==> src/dsp_xintf_pkg.sv <==
package dsp_xintf_pkg;

	// ram word and parameter widths
	localparam int WORD_W = 16;
	localparam int PARAM_W = 32;
	localparam int ADDR_W = 9;

	// frame sizes
	localparam int TX_WORDS = 14;
	localparam int RX_WORDS = 11;

	// receive window starts here
	localparam int RX_BASE = 128;

	typedef logic [3:0] tx_slot_t;
	typedef logic [3:0] rx_slot_t;

	// transmit slots, 32-bit fields take low then high
	localparam tx_slot_t TX_MODE = 4'd0;
	localparam tx_slot_t TX_CMD = 4'd1;
	localparam tx_slot_t TX_MAX_DUTY = 4'd2;
	localparam tx_slot_t TX_MAX_PHASE = 4'd4;
	localparam tx_slot_t TX_SET_C = 4'd6;
	localparam tx_slot_t TX_SET_V = 4'd8;
	localparam tx_slot_t TX_C_ADC = 4'd10;
	localparam tx_slot_t TX_V_ADC = 4'd12;

	// receive slots, offsets from RX_BASE
	localparam rx_slot_t RX_MAX_DUTY = 4'd0;
	localparam rx_slot_t RX_MAX_PHASE = 4'd2;
	localparam rx_slot_t RX_SET_C = 4'd4;
	localparam rx_slot_t RX_SET_V = 4'd6;
	localparam rx_slot_t RX_STATUS = 4'd8;
	localparam rx_slot_t RX_CMD = 4'd9;
	localparam rx_slot_t RX_VER = 4'd10;

endpackage
==> src/dsp_handler.sv <==
`timescale 1ns/1ps

module dsp_handler (
	input  logic                              i_clk,
	input  logic                              i_rst,

	// transmit handshake and ram write port
	input  logic                              i_w_ready,
	output logic                              o_w_valid,
	output logic                              o_xintf_w_ram_ce,
	output logic [dsp_xintf_pkg::ADDR_W-1:0]  o_xintf_w_ram_addr,
	output logic [dsp_xintf_pkg::WORD_W-1:0]  o_xintf_w_ram_din,

	// transmit fields
	input  logic [dsp_xintf_pkg::WORD_W-1:0]  i_set_mode,
	input  logic [dsp_xintf_pkg::WORD_W-1:0]  i_set_cmd,
	input  logic [dsp_xintf_pkg::PARAM_W-1:0] i_max_duty,
	input  logic [dsp_xintf_pkg::PARAM_W-1:0] i_max_phase,
	input  logic [dsp_xintf_pkg::PARAM_W-1:0] i_set_c,
	input  logic [dsp_xintf_pkg::PARAM_W-1:0] i_set_v,
	input  logic [dsp_xintf_pkg::PARAM_W-1:0] i_c_adc,
	input  logic [dsp_xintf_pkg::PARAM_W-1:0] i_v_adc,

	// receive start and ram read port
	input  logic                              i_r_valid,
	output logic                              o_xintf_r_ram_ce,
	output logic [dsp_xintf_pkg::ADDR_W-1:0]  o_xintf_r_ram_addr,
	input  logic [dsp_xintf_pkg::WORD_W-1:0]  i_xintf_r_ram_dout,

	// received parameters
	output logic [dsp_xintf_pkg::PARAM_W-1:0] o_dsp_max_duty,
	output logic [dsp_xintf_pkg::PARAM_W-1:0] o_dsp_max_phase,
	output logic [dsp_xintf_pkg::PARAM_W-1:0] o_dsp_set_c,
	output logic [dsp_xintf_pkg::PARAM_W-1:0] o_dsp_set_v,
	output logic [dsp_xintf_pkg::WORD_W-1:0]  o_dsp_status,
	output logic [dsp_xintf_pkg::WORD_W-1:0]  o_dsp_cmd,
	output logic [dsp_xintf_pkg::WORD_W-1:0]  o_dsp_ver,
	output logic                              o_rx_done
);

	logic tx_word_en;
	dsp_xintf_pkg::tx_slot_t tx_slot;
	logic rx_cap_en;
	dsp_xintf_pkg::rx_slot_t rx_slot;

	tx_sequencer #(
		.TX_WORDS (dsp_xintf_pkg::TX_WORDS)
	) u_tx_sequencer (
		.i_clk     (i_clk),
		.i_rst     (i_rst),
		.i_w_ready (i_w_ready),
		.o_word_en (tx_word_en),
		.o_w_valid (o_w_valid),
		.o_slot    (tx_slot)
	);

	tx_word_select u_tx_word_select (
		.i_clk       (i_clk),
		.i_rst       (i_rst),
		.i_word_en   (tx_word_en),
		.i_slot      (tx_slot),
		.i_set_mode  (i_set_mode),
		.i_set_cmd   (i_set_cmd),
		.i_max_duty  (i_max_duty),
		.i_max_phase (i_max_phase),
		.i_set_c     (i_set_c),
		.i_set_v     (i_set_v),
		.i_c_adc     (i_c_adc),
		.i_v_adc     (i_v_adc),
		.o_ram_ce    (o_xintf_w_ram_ce),
		.o_ram_addr  (o_xintf_w_ram_addr),
		.o_ram_din   (o_xintf_w_ram_din)
	);

	rx_sequencer #(
		.RX_BASE  (dsp_xintf_pkg::RX_BASE),
		.RX_WORDS (dsp_xintf_pkg::RX_WORDS)
	) u_rx_sequencer (
		.i_clk      (i_clk),
		.i_rst      (i_rst),
		.i_r_valid  (i_r_valid),
		.o_ram_ce   (o_xintf_r_ram_ce),
		.o_ram_addr (o_xintf_r_ram_addr),
		.o_cap_en   (rx_cap_en),
		.o_slot     (rx_slot),
		.o_done     (o_rx_done)
	);

	rx_param_bank u_rx_param_bank (
		.i_clk        (i_clk),
		.i_rst        (i_rst),
		.i_cap_en     (rx_cap_en),
		.i_slot       (rx_slot),
		.i_ram_dout   (i_xintf_r_ram_dout),
		.o_max_duty   (o_dsp_max_duty),
		.o_max_phase  (o_dsp_max_phase),
		.o_set_c      (o_dsp_set_c),
		.o_set_v      (o_dsp_set_v),
		.o_dsp_status (o_dsp_status),
		.o_dsp_cmd    (o_dsp_cmd),
		.o_dsp_ver    (o_dsp_ver)
	);

endmodule

==> src/rx_param_bank.sv <==
`timescale 1ns/1ps

module rx_param_bank (
	input  logic                              i_clk,
	input  logic                              i_rst,
	input  logic                              i_cap_en,
	input  dsp_xintf_pkg::rx_slot_t           i_slot,
	input  logic [dsp_xintf_pkg::WORD_W-1:0]  i_ram_dout,
	output logic [dsp_xintf_pkg::PARAM_W-1:0] o_max_duty,
	output logic [dsp_xintf_pkg::PARAM_W-1:0] o_max_phase,
	output logic [dsp_xintf_pkg::PARAM_W-1:0] o_set_c,
	output logic [dsp_xintf_pkg::PARAM_W-1:0] o_set_v,
	output logic [dsp_xintf_pkg::WORD_W-1:0]  o_dsp_status,
	output logic [dsp_xintf_pkg::WORD_W-1:0]  o_dsp_cmd,
	output logic [dsp_xintf_pkg::WORD_W-1:0]  o_dsp_ver
);

	localparam int WW = dsp_xintf_pkg::WORD_W;

	always_ff @(posedge i_clk or negedge i_rst) begin
		if (!i_rst) begin
			o_max_duty <= '0;
			o_max_phase <= '0;
			o_set_c <= '0;
			o_set_v <= '0;
			o_dsp_status <= '0;
			o_dsp_cmd <= '0;
			o_dsp_ver <= '0;
		end else if (i_cap_en) begin
			// low half arrives first for the 32-bit values
			case (i_slot)
				dsp_xintf_pkg::RX_MAX_DUTY: begin
					o_max_duty[WW-1:0] <= i_ram_dout;
				end
				dsp_xintf_pkg::RX_MAX_DUTY + 1'b1: begin
					o_max_duty[2*WW-1:WW] <= i_ram_dout;
				end
				dsp_xintf_pkg::RX_MAX_PHASE: begin
					o_max_phase[WW-1:0] <= i_ram_dout;
				end
				dsp_xintf_pkg::RX_MAX_PHASE + 1'b1: begin
					o_max_phase[2*WW-1:WW] <= i_ram_dout;
				end
				dsp_xintf_pkg::RX_SET_C: begin
					o_set_c[WW-1:0] <= i_ram_dout;
				end
				dsp_xintf_pkg::RX_SET_C + 1'b1: begin
					o_set_c[2*WW-1:WW] <= i_ram_dout;
				end
				dsp_xintf_pkg::RX_SET_V: begin
					o_set_v[WW-1:0] <= i_ram_dout;
				end
				dsp_xintf_pkg::RX_SET_V + 1'b1: begin
					o_set_v[2*WW-1:WW] <= i_ram_dout;
				end
				dsp_xintf_pkg::RX_STATUS: begin
					o_dsp_status <= i_ram_dout;
				end
				dsp_xintf_pkg::RX_CMD: begin
					o_dsp_cmd <= i_ram_dout;
				end
				dsp_xintf_pkg::RX_VER: begin
					o_dsp_ver <= i_ram_dout;
				end
				default: begin
					// slot outside the map, nothing to store
				end
			endcase
		end
	end

endmodule

==> src/rx_sequencer.sv <==
`timescale 1ns/1ps

module rx_sequencer #(
	parameter int RX_BASE = 128,
	parameter int RX_WORDS = 11
) (
	input  logic                             i_clk,
	input  logic                             i_rst,
	input  logic                             i_r_valid,
	output logic                             o_ram_ce,
	output logic [dsp_xintf_pkg::ADDR_W-1:0] o_ram_addr,
	output logic                             o_cap_en,
	output dsp_xintf_pkg::rx_slot_t          o_slot,
	output logic                             o_done
);

	localparam int AW = dsp_xintf_pkg::ADDR_W;
	localparam int LAST_IDX = RX_WORDS - 1;
	localparam logic [AW-1:0] BASE_ADDR = RX_BASE[AW-1:0];
	localparam dsp_xintf_pkg::rx_slot_t LAST_SLOT =
		LAST_IDX[$bits(dsp_xintf_pkg::rx_slot_t)-1:0];

	typedef enum logic [1:0] {
		S_WAIT,
		S_READ,
		S_DONE
	} state_t;

	state_t state;
	dsp_xintf_pkg::rx_slot_t rd_slot;

	always_ff @(posedge i_clk or negedge i_rst) begin
		if (!i_rst) begin
			state <= S_WAIT;
			rd_slot <= '0;
			o_ram_ce <= 1'b0;
			o_ram_addr <= '0;
			o_cap_en <= 1'b0;
			o_slot <= '0;
			o_done <= 1'b0;
		end else begin
			// ram data returns one cycle after its address
			o_cap_en <= o_ram_ce;
			o_slot <= rd_slot;
			// last capture happens in S_DONE
			o_done <= (state == S_DONE);
			case (state)
				S_WAIT: begin
					if (i_r_valid) begin
						rd_slot <= '0;
						o_ram_ce <= 1'b1;
						o_ram_addr <= BASE_ADDR;
						state <= S_READ;
					end
				end
				S_READ: begin
					if (rd_slot == LAST_SLOT) begin
						o_ram_ce <= 1'b0;
						o_ram_addr <= '0;
						state <= S_DONE;
					end else begin
						rd_slot <= rd_slot + 1'b1;
						o_ram_addr <= o_ram_addr + 1'b1;
					end
				end
				S_DONE: begin
					state <= S_WAIT;
				end
				default: begin
					state <= S_WAIT;
				end
			endcase
		end
	end

endmodule

==> src/tx_word_select.sv <==
`timescale 1ns/1ps

module tx_word_select (
	input  logic                                i_clk,
	input  logic                                i_rst,
	input  logic                                i_word_en,
	input  dsp_xintf_pkg::tx_slot_t             i_slot,
	input  logic [dsp_xintf_pkg::WORD_W-1:0]    i_set_mode,
	input  logic [dsp_xintf_pkg::WORD_W-1:0]    i_set_cmd,
	input  logic [dsp_xintf_pkg::PARAM_W-1:0]   i_max_duty,
	input  logic [dsp_xintf_pkg::PARAM_W-1:0]   i_max_phase,
	input  logic [dsp_xintf_pkg::PARAM_W-1:0]   i_set_c,
	input  logic [dsp_xintf_pkg::PARAM_W-1:0]   i_set_v,
	input  logic [dsp_xintf_pkg::PARAM_W-1:0]   i_c_adc,
	input  logic [dsp_xintf_pkg::PARAM_W-1:0]   i_v_adc,
	output logic                                o_ram_ce,
	output logic [dsp_xintf_pkg::ADDR_W-1:0]    o_ram_addr,
	output logic [dsp_xintf_pkg::WORD_W-1:0]    o_ram_din
);

	localparam int WW = dsp_xintf_pkg::WORD_W;
	localparam int PAD_W = dsp_xintf_pkg::ADDR_W - $bits(dsp_xintf_pkg::tx_slot_t);

	logic [WW-1:0] word;

	always_comb begin
		case (i_slot)
			dsp_xintf_pkg::TX_MODE:             word = i_set_mode;
			dsp_xintf_pkg::TX_CMD:              word = i_set_cmd;
			dsp_xintf_pkg::TX_MAX_DUTY:         word = i_max_duty[WW-1:0];
			dsp_xintf_pkg::TX_MAX_DUTY + 1'b1:  word = i_max_duty[2*WW-1:WW];
			dsp_xintf_pkg::TX_MAX_PHASE:        word = i_max_phase[WW-1:0];
			dsp_xintf_pkg::TX_MAX_PHASE + 1'b1: word = i_max_phase[2*WW-1:WW];
			dsp_xintf_pkg::TX_SET_C:            word = i_set_c[WW-1:0];
			dsp_xintf_pkg::TX_SET_C + 1'b1:     word = i_set_c[2*WW-1:WW];
			dsp_xintf_pkg::TX_SET_V:            word = i_set_v[WW-1:0];
			dsp_xintf_pkg::TX_SET_V + 1'b1:     word = i_set_v[2*WW-1:WW];
			dsp_xintf_pkg::TX_C_ADC:            word = i_c_adc[WW-1:0];
			dsp_xintf_pkg::TX_C_ADC + 1'b1:     word = i_c_adc[2*WW-1:WW];
			dsp_xintf_pkg::TX_V_ADC:            word = i_v_adc[WW-1:0];
			dsp_xintf_pkg::TX_V_ADC + 1'b1:     word = i_v_adc[2*WW-1:WW];
			default:                            word = '0;
		endcase
	end

	// address equals the slot, back to zero between words
	always_ff @(posedge i_clk or negedge i_rst) begin
		if (!i_rst) begin
			o_ram_ce <= 1'b0;
			o_ram_addr <= '0;
		end else if (i_word_en) begin
			o_ram_ce <= 1'b1;
			o_ram_addr <= {{PAD_W{1'b0}}, i_slot};
		end else begin
			o_ram_ce <= 1'b0;
			o_ram_addr <= '0;
		end
	end

	always_ff @(posedge i_clk) begin
		if (i_word_en) begin
			o_ram_din <= word;
		end
	end

endmodule

==> src/tx_sequencer.sv <==
`timescale 1ns/1ps

module tx_sequencer #(
	parameter int TX_WORDS = 14
) (
	input  logic                    i_clk,
	input  logic                    i_rst,
	input  logic                    i_w_ready,
	output logic                    o_word_en,
	output logic                    o_w_valid,
	output dsp_xintf_pkg::tx_slot_t o_slot
);

	localparam int LAST_IDX = TX_WORDS - 1;
	localparam dsp_xintf_pkg::tx_slot_t LAST_SLOT =
		LAST_IDX[$bits(dsp_xintf_pkg::tx_slot_t)-1:0];

	typedef enum logic [2:0] {
		S_IDLE,
		S_SETUP,
		S_WRITE,
		S_WAIT,
		S_DONE
	} state_t;

	state_t state;

	always_ff @(posedge i_clk or negedge i_rst) begin
		if (!i_rst) begin
			state <= S_IDLE;
			o_slot <= '0;
			o_w_valid <= 1'b0;
		end else begin
			case (state)
				S_IDLE: begin
					state <= S_SETUP;
				end
				S_SETUP: begin
					o_slot <= '0;
					state <= S_WRITE;
				end
				S_WRITE: begin
					if (o_slot == LAST_SLOT) begin
						o_slot <= '0;
						state <= S_WAIT;
					end else begin
						o_slot <= o_slot + 1'b1;
					end
				end
				// valid comes up one cycle late so the last ram write lands first
				S_WAIT: begin
					if (o_w_valid && i_w_ready) begin
						o_w_valid <= 1'b0;
						state <= S_DONE;
					end else begin
						o_w_valid <= 1'b1;
					end
				end
				S_DONE: begin
					state <= S_IDLE;
				end
				default: begin
					state <= S_IDLE;
				end
			endcase
		end
	end

	// one word per cycle while writing
	assign o_word_en = (state == S_WRITE);

endmodule

==> config.mk <==
export PLATFORM = sky130hd
export DESIGN_NAME = dsp_handler
export DESIGN_NICKNAME = d
export VERILOG_FILES = /design/src/dsp_xintf_pkg.sv /design/src/dsp_handler.sv /design/src/rx_param_bank.sv /design/src/rx_sequencer.sv /design/src/tx_word_select.sv /design/src/tx_sequencer.sv
export SDC_FILE = /design/constraint.sdc
export NUM_CORES = 1
export LEC_CHECK = 0
export ABC_AREA = 1
export BUFFER_PORTS_ARGS = -buffer_cell sky130_fd_sc_hd__buf_2
export CAP_MARGIN = 5
export CORE_AREA = 2 2 180 182
export DETAILED_ROUTE_END_ITERATION = 16
export DIE_AREA = 0 0 182 184
export PLACE_DENSITY = 0.55
export SKIP_CTS_REPAIR_TIMING = 1
export SYNTH_ARGS = -nofsm -noshare
export SYNTH_HDL_FRONTEND = slang
export SYNTH_SLANG_ARGS = --single-unit
==> constraint.sdc <==
create_clock -name i_clk -period 1.9 [get_ports i_clk]
set_input_delay 0.095 -clock i_clk [delete_from_list [all_inputs] [get_ports i_clk]]
set_output_delay 0.095 -clock i_clk [all_outputs]
set_load 0.05 [all_outputs]
==> impl_metrics.py, run 1 <==
metrics = {
    "floorplan": {
        "die_h_um": 184,
        "start_util_pct": 32.6,
        "dieArea_sq_um": 33500,
        "io_pins": 458,
        "core_area_sq_um": 31400,
        "die_width_um": 182,
        "rows": 65,
    },
    "timing": {
        "tightest_slew_ns": 0.714,
        "hold_viol_final": 14,
        "finalClockSkew_ns": 0.00983,
        "hold_slack_ns": -0.0351,
        "slew_violations": 0,
        "rsz0062_at_grt": "false",
        "fin_setup_tns_ns": 0,
        "finalCritPeriodShare_pct": 95.1,
        "setup_viol": 0,
        "period_minus_slack_ns": 1.81,
        "relSlewSlack_pct": 52.1,
        "fin_ws_ns": 0.0926,
        "max_freq_mhz": 553,
    },
    "clocking": {
        "cts_max_level": 1,
        "clk_pin_slew_ns": 0.06,
        "cts_tree": "done",
        "cts_buffers": 25,
        "cts_root_buf": "clkbuf_16",
        "clockBufferDepth": 3,
        "clk-insertion-delay-late_ns": 0.53,
        "cts_sinks": 227,
    },
    "pwr": {
        "power_switching_w": 0.0158,
        "intPower_w": 0.0135,
        "power.density_nw_per_um2": 2050,
        "p_comb_share_pct": 55.1,
        "p_sw_share_pct": 53.9,
        "seqPwrFrac_pct": 29.6,
        "p_leak_nw": 7.50,
        "ir_worst_vdd_mv": 0.794,
        "clock_power_share_pct": 15.3,
    },
    "detailed_routing": {
        "routed_wl_um": 43600,
        "final_antenna_net_count": 0,
        "drcViolationCount": 0,
        "num_vias": 10500,
        "drt-initial-drc-count": 586,
        "dr.pass1.iters": 5,
        "routedWlPerCell_um": 20.4,
        "vias_per_cell": 4.92,
    },
    "worst_setup_path": {
        "cp.depth": 9,
        "crit_chain": "buf_4 > nand2_1 > buf_4 > nor2_2 > buf_12 > inv_1 > nor2_1 > nor2_1 > nand3_1",
        "crit_arrival_ns": 2.08,
        "cp_max_fo": 13,
        "cp.required_ns": 2.17,
        "crit_path_end_kind": "register",
        "worst_setup_path_start_kind": "register",
        "path_delay_family": "buffers and inverters",
        "path_buf_inv": 4,
        "reg2regPathDepth": 9,
        "critical_path_class": "register to register",
        "cpMaxStageDelayCell": "dfrtp_2",
        "slowest_delay_ns": 0.46,
    },
    "logic_synthesis": {
        "yosys_warnings": 0,
        "synth.avg_cell_area_sq_um": 8.31,
        "synth-edff-count": 16,
        "syn_area_sq_um": 10200,
        "synth-seq-cells": 227,
        "synth_flop_cell": "dfrtp_1",
        "yosysUniqueCellTypes": 27,
        "synthCells": 1232,
        "async_flop_share_pct": 93.0,
        "ys_seq_area_share_pct": 56.3,
    },
    "placed_design": {
        "gp_congestion": 0.922,
        "dp_slack_ns": -0.225,
        "dp_cells": 2050,
        "io_buffers": 452,
        "placed_area_sq_um": 13000,
        "dpl.hpwl_um": 33200,
    },
    "finish": {
        "num-fill-cells": 3228,
        "nets": 1961,
        "instances_no_fill": 2131,
        "final_cell_area_sq_um": 14200,
        "drive_above_1_share_pct": 32.3,
        "multi_input_area_sq_um": 3930,
        "area_growth_pct": 39.1,
        "final-seq-area_sq_um": 5760,
    },
    "hold_path": {
        "hold_class": "input pin to register",
        "min_path_cells": 5,
    },
    "grt": {
        "grtUsageTotal_pct": 24.9,
        "antenna_found_initial": 5,
        "grt_overflow_total": 0,
        "grt_pass1_vias": 10100,
        "grt_max_degree": 63,
        "grt_pass1_wl_um": 62600,
    },
    "outcome": {
        "violations": "negative hold slack",
        "status": "finished with violations",
    },
    "flow_run": {
        "drv_cap": 0,
    },
}
-- state kept, by name, indices dropped and copies added (netlist names), 2 cells and up --
name,flops
u_rx_param_bank.o_max_duty,32
u_rx_param_bank.o_set_c,32
u_rx_param_bank.o_dsp_status,16
u_tx_word_select.o_ram_din,16
u_rx_sequencer.state,2
u_rx_sequencer.o_slot,4
u_tx_sequencer.state,3
u_rx_param_bank.o_dsp_ver,16
u_tx_word_select.o_ram_addr,4
u_rx_sequencer.o_ram_addr,9
u_rx_param_bank.o_max_phase,32
u_tx_sequencer.o_slot,4
u_rx_param_bank.o_set_v,32
u_rx_param_bank.o_dsp_cmd,16
u_rx_sequencer.rd_slot,4
-- kinds of logic after synthesis --
| kind of cell | count (synthesis) | share of synthesized area [%] |
|---|---|---|
| other | 1 | 0.0366 |
| buffers and inverters | 139 | 6.05 |
| AO/OA/AOI/OAI | 196 | 9.63 |
| adder cells (fa/ha/maj) | 3 | 0.367 |
| AND/OR/NAND/NOR | 664 | 27.5 |
| flip-flops | 227 | 56.3 |
| XOR/XNOR | 2 | 0.171 |
-- path summary, 6_finish.rpt --
kind | from | endpoint | slack [ns]
hold / removal | i_max_duty[14] | u_tx_word_select.o_ram_din[14]$_DFFE_PN_ | -0.04
setup reg to reg | u_tx_sequencer.o_slot[2]$_DFFE_PN0P_ | u_tx_word_select.o_ram_din[12]$_DFFE_PN_ | 0.09
setup / recovery | u_tx_sequencer.o_slot[2]$_DFFE_PN0P_ | u_tx_word_select.o_ram_din[12]$_DFFE_PN_ | 0.09
hold reg to reg | u_rx_sequencer.o_ram_ce$_DFFE_PN0P_ | u_rx_sequencer.o_cap_en$_DFF_PN0_ | 0.41
min in group asynchronous | i_rst | u_rx_param_bank.o_set_v[7]$_DFFE_PN0P_ | 0.12
max in group asynchronous | i_rst | u_rx_param_bank.o_dsp_status[3]$_DFFE_PN0P_ | 1.08
-- cells in the final DEF, fill, tap and decap left out, types with 3 or more instances in the layout --
master,netlist,routed
buf_2,24,451
nand2_1,351,351
dfrtp_1,211,209
nand3_1,204,204
o21ai_0,190,190
nor2_1,90,82
inv_1,52,52
buf_4,16,36
dlygate4sd3_1,0,34
clkbuf_16,0,25
edfxtp_1,16,16
nor2_4,4,10
buf_12,0,10
nor2_2,5,8
clkbuf_1,41,8
conb_1,1,5
clkbuf_8,0,4
inv_2,5,3
nor3_1,3,3
nand4_1,3,3
a21oi_1,3,3
ha_1,3,3
clkinv_2,0,3
-- power groups by stage --
stage	sequential (W)	clock, W	combinational (W)
final	0.00865	0.00448	0.0161
after global routing	0.00891	0.00477	0.0172
after CTS	0.00863	0.00461	0.0161
after detailed placement	0.00868	0	0.0160
after global placement	0.00862	0	0.0159
after floorplan	0.0160	0	0.00388
-- per-layer routing --
metal / vias up / routed length, um / global-route usage [%]
li1: 4994 / - / -
met1: 4953 / 17300 / 30.4
met2: 438 / 21500 / 43.0
met3: 86 / 3180 / 5.86
met4: 8 / 1560 / 9.00
met5: - / 48 / 0
-- synthesized netlist by cell type (2+ instances only) --
master    count  area (sq um)
nor2_2        5          31.3
a21oi_1       3          15.0
nor3_1        3          15.0
nand2_1     351          1320
buf_4        16           120
buf_2        24           120
nand3_1     204          1020
inv_2         5          18.8
ha_1          3          37.5
o21ai_0     190           951
clkbuf_1     41           154
nor2_4        4          45.0
nand4_1       3          18.8
dfrtp_1     211          5280
edfxtp_1     16           480
inv_1        52           195
nor2_1       90           338
nand3b_1      2          15.0
-- final cells by class --
class                           instances  area share [%]
Clock inverter                          5           0.299
Sequential cell                       227            40.5
Clock buffer                           36            4.89
Tap cell                              402            3.53
Antenna cell                            1          0.0176
Inverter                               57            1.54
Multi-Input combinational cell        871            27.6
Timing Repair Buffer                  532            21.6
-- worst reg2reg max path, stage by stage, from the launching register on --
cell and delay (ns):
dfrtp_2 0.46, buf_4 0.17, nand2_1 0.13, buf_4 0.15
nor2_2 0.05, buf_12 0.14, inv_1 0.10, nor2_1 0.05
nor2_1 0.20, nand3_1 0.10
-- per-stage QoR --
| stage | utilization [%] | total power, W |
|---|---|---|
| finish | 45.4 | 0.0292 |
| global route | 45.3 | 0.0308 |
| CTS | 43.9 | 0.0293 |
| detailed placement | 41.5 | 0.0247 |
| global placement | 41.5 | 0.0246 |
| floorplan | - | 0.0198 |
No activity file was read; power rests on OpenSTA's default activity.
==> inputs of run 2 (changes only) <==
--- a/config.mk
+++ b/config.mk
@@ -8,10 +8,10 @@
 export ABC_AREA = 1
 export BUFFER_PORTS_ARGS = -buffer_cell sky130_fd_sc_hd__buf_2
 export CAP_MARGIN = 5
-export CORE_AREA = 2 2 180 182
+export CORE_AREA = 2 2 178 180
 export DETAILED_ROUTE_END_ITERATION = 16
-export DIE_AREA = 0 0 182 184
-export PLACE_DENSITY = 0.55
+export DIE_AREA = 0 0 180 182
+export PLACE_DENSITY = 0.56
 export SKIP_CTS_REPAIR_TIMING = 1
 export SYNTH_ARGS = -nofsm -noshare
 export SYNTH_HDL_FRONTEND = slang
==> impl_metrics.py, run 2 (synthesis gave the netlist of run 1 again) <==
metrics = {
    "pwr": {
        "power.density_nw_per_um2": 2060,
        "p_leak_nw": 7.51,
        "ir_worst_vdd_mv": 0.976,
        "finalPower_w": 0.0293,
    },
    "floorplan": {
        "die_h_um": 182,
        "dieArea_sq_um": 32800,
        "rows": 65,
        "io_pins": 458,
        "core_area_sq_um": 31000,
        "die_width_um": 180,
        "start_util_pct": 33.0,
    },
    "worst_setup_path": {
        "critical_path_class": "register to register",
        "rr_endpoint": "u_tx_word_select.o_ram_din[4]$_DFFE_PN_",
        "worst_setup_path_start_kind": "register",
        "reg2regPathDepth": 7,
        "reg2reg_slack_ns": 0.1,
        "cpMaxStageDelayCell": "dfrtp_1",
        "cp.required_ns": 2.17,
        "cpMostUsedCell": "nand3_1",
        "crit_arrival_ns": 2.07,
        "crit_chain": "nand2_1 > inv_2 > buf_12 > nand3_1 > nand3_1 > nor2_4 > nand3_1",
        "cp_max_fo": 25,
        "crit_path_end_kind": "register",
        "slowest_delay_ns": 0.43,
        "r2r_start": "u_tx_sequencer.o_slot[1]$_DFFE_PN0P_",
    },
    "clocking": {
        "cts_root_buf": "clkbuf_16",
        "cts_max_level": 1,
        "clk_pin_slew_ns": 0.06,
        "clk-insertion-delay-late_ns": 0.52,
        "cts_sinks": 227,
        "clockBufferDepth": 3,
        "cts_tree": "done",
        "cts_buffers": 25,
    },
    "outcome": {
        "status": "finished with violations",
        "violations": "negative hold slack",
    },
    "grt": {
        "grtUsageTotal_pct": 24.4,
        "grt_overflow_total": 0,
        "antenna_found_initial": 0,
        "grt_pass1_wl_um": 61300,
        "grt_max_degree": 55,
        "grt_pass1_vias": 10000,
    },
    "placed_design": {
        "io_buffers": 452,
        "dpl.hpwl_um": 32000,
        "gp_congestion": 0.946,
    },
    "timing": {
        "tightest_slew_ns": 0.691,
        "setup_viol": 0,
        "period_minus_slack_ns": 1.80,
        "slew_violations": 0,
        "relSlewSlack_pct": 53.6,
        "rsz0062_at_grt": "false",
        "max_freq_mhz": 555,
        "finalCritPeriodShare_pct": 94.8,
        "hold_viol_final": 14,
        "hold_slack_ns": -0.0432,
        "finalClockSkew_ns": 0.00906,
    },
    "detailed_routing": {
        "routedWlPerCell_um": 19.8,
        "routed_wl_um": 42100,
        "vias_per_cell": 4.98,
        "drcViolationCount": 0,
        "dr.pass1.iters": 5,
        "final_antenna_net_count": 0,
        "drt-initial-drc-count": 844,
        "num_vias": 10600,
    },
    "finish": {
        "mostFrequentLayoutCell": "buf_2",
        "drive_above_1_share_pct": 33.1,
        "nets": 1955,
        "diodes": 0,
        "final-seq-area_sq_um": 5760,
        "most-common-layout-cells": "buf_2 (451), nand2_1 (350), dfrtp_1 (210), nand3_1 (203), o21ai_0 (190)",
        "area_growth_pct": 38.7,
        "multi_input_area_sq_um": 3950,
        "num-fill-cells": 3166,
    },
    "hold_path": {
        "min_from": "i_max_duty[18]",
        "holdPathEnd": "u_tx_word_select.o_ram_din[2]$_DFFE_PN_",
        "hold_class": "input pin to register",
        "min_path_cells": 5,
    },
    "flow_run": {
        "drv_cap": 0,
    },
}
run 2: layout make-up:
type | count | area share [%]
Sequential cell | 227 | 40.6
Multi-Input combinational cell | 871 | 27.8
Timing Repair Buffer | 526 | 21.0
Clock buffer | 34 | 5.01
Tap cell | 402 | 3.54
Inverter | 57 | 1.54
Clock inverter | 12 | 0.546
run 2: how the worst max path moves through the flow:
| stage | start | to | cells past startpoint |
|---|---|---|---|
| 2_1_floorplan | u_rx_sequencer.o_ram_addr[0]$_DFFE_PN0P_ | u_rx_sequencer.o_ram_addr[8]$_DFFE_PN0P_ | 6 |
| 3_3_place_gp | u_tx_sequencer.o_slot[2]$_DFFE_PN0P_ | u_tx_word_select.o_ram_din[4]$_DFFE_PN_ | 8 |
| 4_1_cts | u_tx_sequencer.o_slot[2]$_DFFE_PN0P_ | u_tx_word_select.o_ram_din[4]$_DFFE_PN_ | 8 |
| 3_5_place_dp | u_tx_sequencer.o_slot[2]$_DFFE_PN0P_ | u_tx_word_select.o_ram_din[4]$_DFFE_PN_ | 8 |
| 6_report | u_tx_sequencer.o_slot[1]$_DFFE_PN0P_ | u_tx_word_select.o_ram_din[4]$_DFFE_PN_ | 7 |
| 5_1_grt | u_tx_sequencer.o_slot[1]$_DFFE_PN0P_ | u_tx_word_select.o_ram_din[4]$_DFFE_PN_ | 7 |
run 2: through the flow:
step / utilization (%) / cell area (sq um) / instances / TNS, ns / setup WS, ns
3_3_place_gp: 42.0 / 13000 / 2050 / -0.213 / -0.113
4_1_cts: 44.5 / 13800 / 2096 / -0.355 / -0.127
5_1_grt: 45.8 / 14200 / 2129 / 0 / 0.0196
2_1_floorplan: - / 10300 / 1236 / 0 / 0.305
3_5_place_dp: 42.0 / 13000 / 2050 / -0.274 / -0.110
6_report: 45.8 / 14200 / 2129 / 0 / 0.0980
run 2: critical path, delay by kind of cell, from the launching register on:
kind                   cells  cell delay (ns)
buffers and inverters      2             0.35
flip-flops                 1             0.43
AND/OR/NAND/NOR            5             0.74
run 2: per-layer routing:
metal | vias up | share of wire (%) | GRT usage [%]
li1 | 4988 | - | -
met5 | - | 0 | 0
met4 | 0 | 3.4 | 7.97
met3 | 75 | 7.9 | 5.60
met2 | 515 | 48 | 40.9
met1 | 5026 | 41 | 31.3
run 2: power breakdown:
group	switching [W]	total, W	internal [W]
logic	0.0125	0.0161	0.00356
clock network	0.00197	0.00461	0.00264
registers	0.00126	0.00857	0.00731
==> inputs of run 3 (changes only) <==
--- a/config.mk
+++ b/config.mk
@@ -11,7 +11,7 @@
 export CORE_AREA = 2 2 178 180
 export DETAILED_ROUTE_END_ITERATION = 16
 export DIE_AREA = 0 0 180 182
-export PLACE_DENSITY = 0.56
+export PLACE_DENSITY = 0.68
 export SKIP_CTS_REPAIR_TIMING = 1
 export SYNTH_ARGS = -nofsm -noshare
 export SYNTH_HDL_FRONTEND = slang
==> impl_metrics.py, run 3 (synthesis gave the netlist of run 1 again) <==
metrics = {
    "outcome": {
        "status": "finished with violations",
        "violations": "negative hold slack",
    },
    "clocking": {
        "cts_max_level": 1,
        "cts_tree": "done",
        "clk_pin_slew_ns": 0.06,
        "clk-insertion-delay-late_ns": 0.52,
        "cts_root_buf": "clkbuf_16",
        "cts_sinks": 227,
        "clockBufferDepth": 3,
        "cts_buffers": 24,
    },
    "worst_setup_path": {
        "path_delay_family": "simple AND/OR/NAND/NOR gates",
        "cp.depth": 5,
        "crit_chain": "nor2_2 > nand3_1 > nand3_1 > nor2_1 > nand3_1",
        "cp_max_fo": 19,
        "worst_setup_path_start_kind": "register",
        "crit_path_end_kind": "register",
        "cpMaxStageDelayCell": "nor2_2",
        "path_buf_inv": 0,
        "critical_path_class": "register to register",
        "cpMostUsedCell": "nand3_1",
        "slowest_delay_ns": 0.77,
        "crit_arrival_ns": 2.22,
        "reg2regPathDepth": 5,
        "cp.required_ns": 2.28,
    },
    "pwr": {
        "power.density_nw_per_um2": 2060,
        "ir_worst_vdd_mv": 0.888,
        "p_leak_nw": 7.40,
    },
    "placed_design": {
        "gp_congestion": 0.979,
        "dpl.hpwl_um": 32000,
        "io_buffers": 452,
    },
    "finish": {
        "mostFrequentLayoutCell": "buf_2",
        "multi_input_area_sq_um": 3930,
        "most-common-layout-cells": "buf_2 (451), nand2_1 (351), dfrtp_1 (209), nand3_1 (204), o21ai_0 (190)",
        "num-fill-cells": 3127,
        "drive_above_1_share_pct": 32.0,
        "area_growth_pct": 37.0,
        "nets": 1934,
        "final-seq-area_sq_um": 5760,
    },
    "floorplan": {
        "start_util_pct": 33.0,
        "die_h_um": 182,
        "io_pins": 458,
        "core_area_sq_um": 31000,
        "rows": 65,
        "dieArea_sq_um": 32800,
        "die_width_um": 180,
    },
    "detailed_routing": {
        "num_vias": 10500,
        "dr.pass1.iters": 5,
        "routed_wl_um": 42100,
        "drcViolationCount": 0,
        "routedWlPerCell_um": 20.0,
        "drt-initial-drc-count": 838,
        "final_antenna_net_count": 0,
        "vias_per_cell": 5.00,
    },
    "timing": {
        "hold_slack_ns": -0.0274,
        "setup_viol": 0,
        "finalClockSkew_ns": 0.0207,
        "hold_viol_final": 7,
        "slew_violations": 0,
        "fin_setup_tns_ns": 0,
        "period_minus_slack_ns": 1.84,
        "max_freq_mhz": 543,
        "tightest_slew_ns": 0.963,
        "finalCritPeriodShare_pct": 97.0,
        "relSlewSlack_pct": 35.7,
    },
    "grt": {
        "grt_pass1_wl_um": 61200,
        "grt_overflow_total": 0,
        "grt_max_degree": 65,
        "grtUsageTotal_pct": 24.5,
        "grt_pass1_vias": 10000,
        "antenna_found_initial": 3,
    },
    "hold_path": {
        "min_path_cells": 5,
        "hold_class": "input pin to register",
    },
    "flow_run": {
        "drv_cap": 0,
    },
}
[run 3: cell types whose count changed in the layout (fill, tap and decap cells not counted), sizes merged]
cell,delta
clkinv,-4
buf,-14
clkbuf,+2
inv,-1
diode,+2
clkinvlp,+1
dlygate4sd3,-6
[run 3: per-layer routing]
layer	track usage, %	vias to the layer above	wire [um]
met3	5.07	90	3260
met5	0	-	13
met1	29.2	4961	16300
met2	42.3	535	20600
met4	11.3	2	1950
li1	-	4953	-
[run 3: worst paths after layout]
kind                                                       from                                         end  slack, ns
max reg2reg                u_tx_sequencer.o_slot[1]$_DFFE_PN0P_     u_tx_word_select.o_ram_din[9]$_DFFE_PN_       0.06
min in group asynchronous                                 i_rst  u_rx_param_bank.o_max_phase[3]$_DFFE_PN0P_       0.15
max                        u_tx_sequencer.o_slot[1]$_DFFE_PN0P_     u_tx_word_select.o_ram_din[9]$_DFFE_PN_       0.06
min reg2reg                 u_rx_sequencer.o_ram_ce$_DFFE_PN0P_           u_rx_sequencer.o_cap_en$_DFF_PN0_       0.42
max in group asynchronous                                 i_rst   u_rx_param_bank.o_dsp_ver[12]$_DFFE_PN0P_       1.06
min                                                 i_v_adc[26]    u_tx_word_select.o_ram_din[10]$_DFFE_PN_      -0.03
[run 3: report_power, final]
part	switching (W)	leakage (nW)	total [W]	internal (W)
Sequential	0.00134	2.73	0.00865	0.00731
Clock	0.00193	0.366	0.00448	0.00255
Combinational	0.0123	4.30	0.0157	0.00342
Total	0.0156	7.40	0.0288	0.0133
[run 3: area by class of cell]
| class | count | area share (%) |
|---|---|---|
| multi-input combinational | 871 | 28.0 |
| tap | 402 | 3.58 |
| sequential | 227 | 41.1 |
| inverter | 57 | 1.54 |
| timing repair buffer | 506 | 20.3 |
| clock buffer | 36 | 4.97 |
| antenna | 2 | 0.0357 |
| clock inverter | 8 | 0.428 |
[run 3: through the flow]
stage	util, %	area, sq um	power, W	setup slack (ns)	cells
floorplan	-	10300	0.0198	0.305	1236
global placement	41.9	13000	0.0240	-0.102	2038
detailed placement	41.9	13000	0.0243	-0.152	2038
CTS	44.3	13700	0.0289	-0.191	2082
global route	45.3	14000	0.0304	-0.0150	2109
finish	45.3	14000	0.0288	0.0573	2109
[run 3: worst register-to-register path: stages (launching register included)]
cell     delay, ns
dfrtp_2       0.49
nor2_2        0.78
nand3_1       0.16
nand3_1       0.13
nor2_1        0.08
nand3_1       0.07
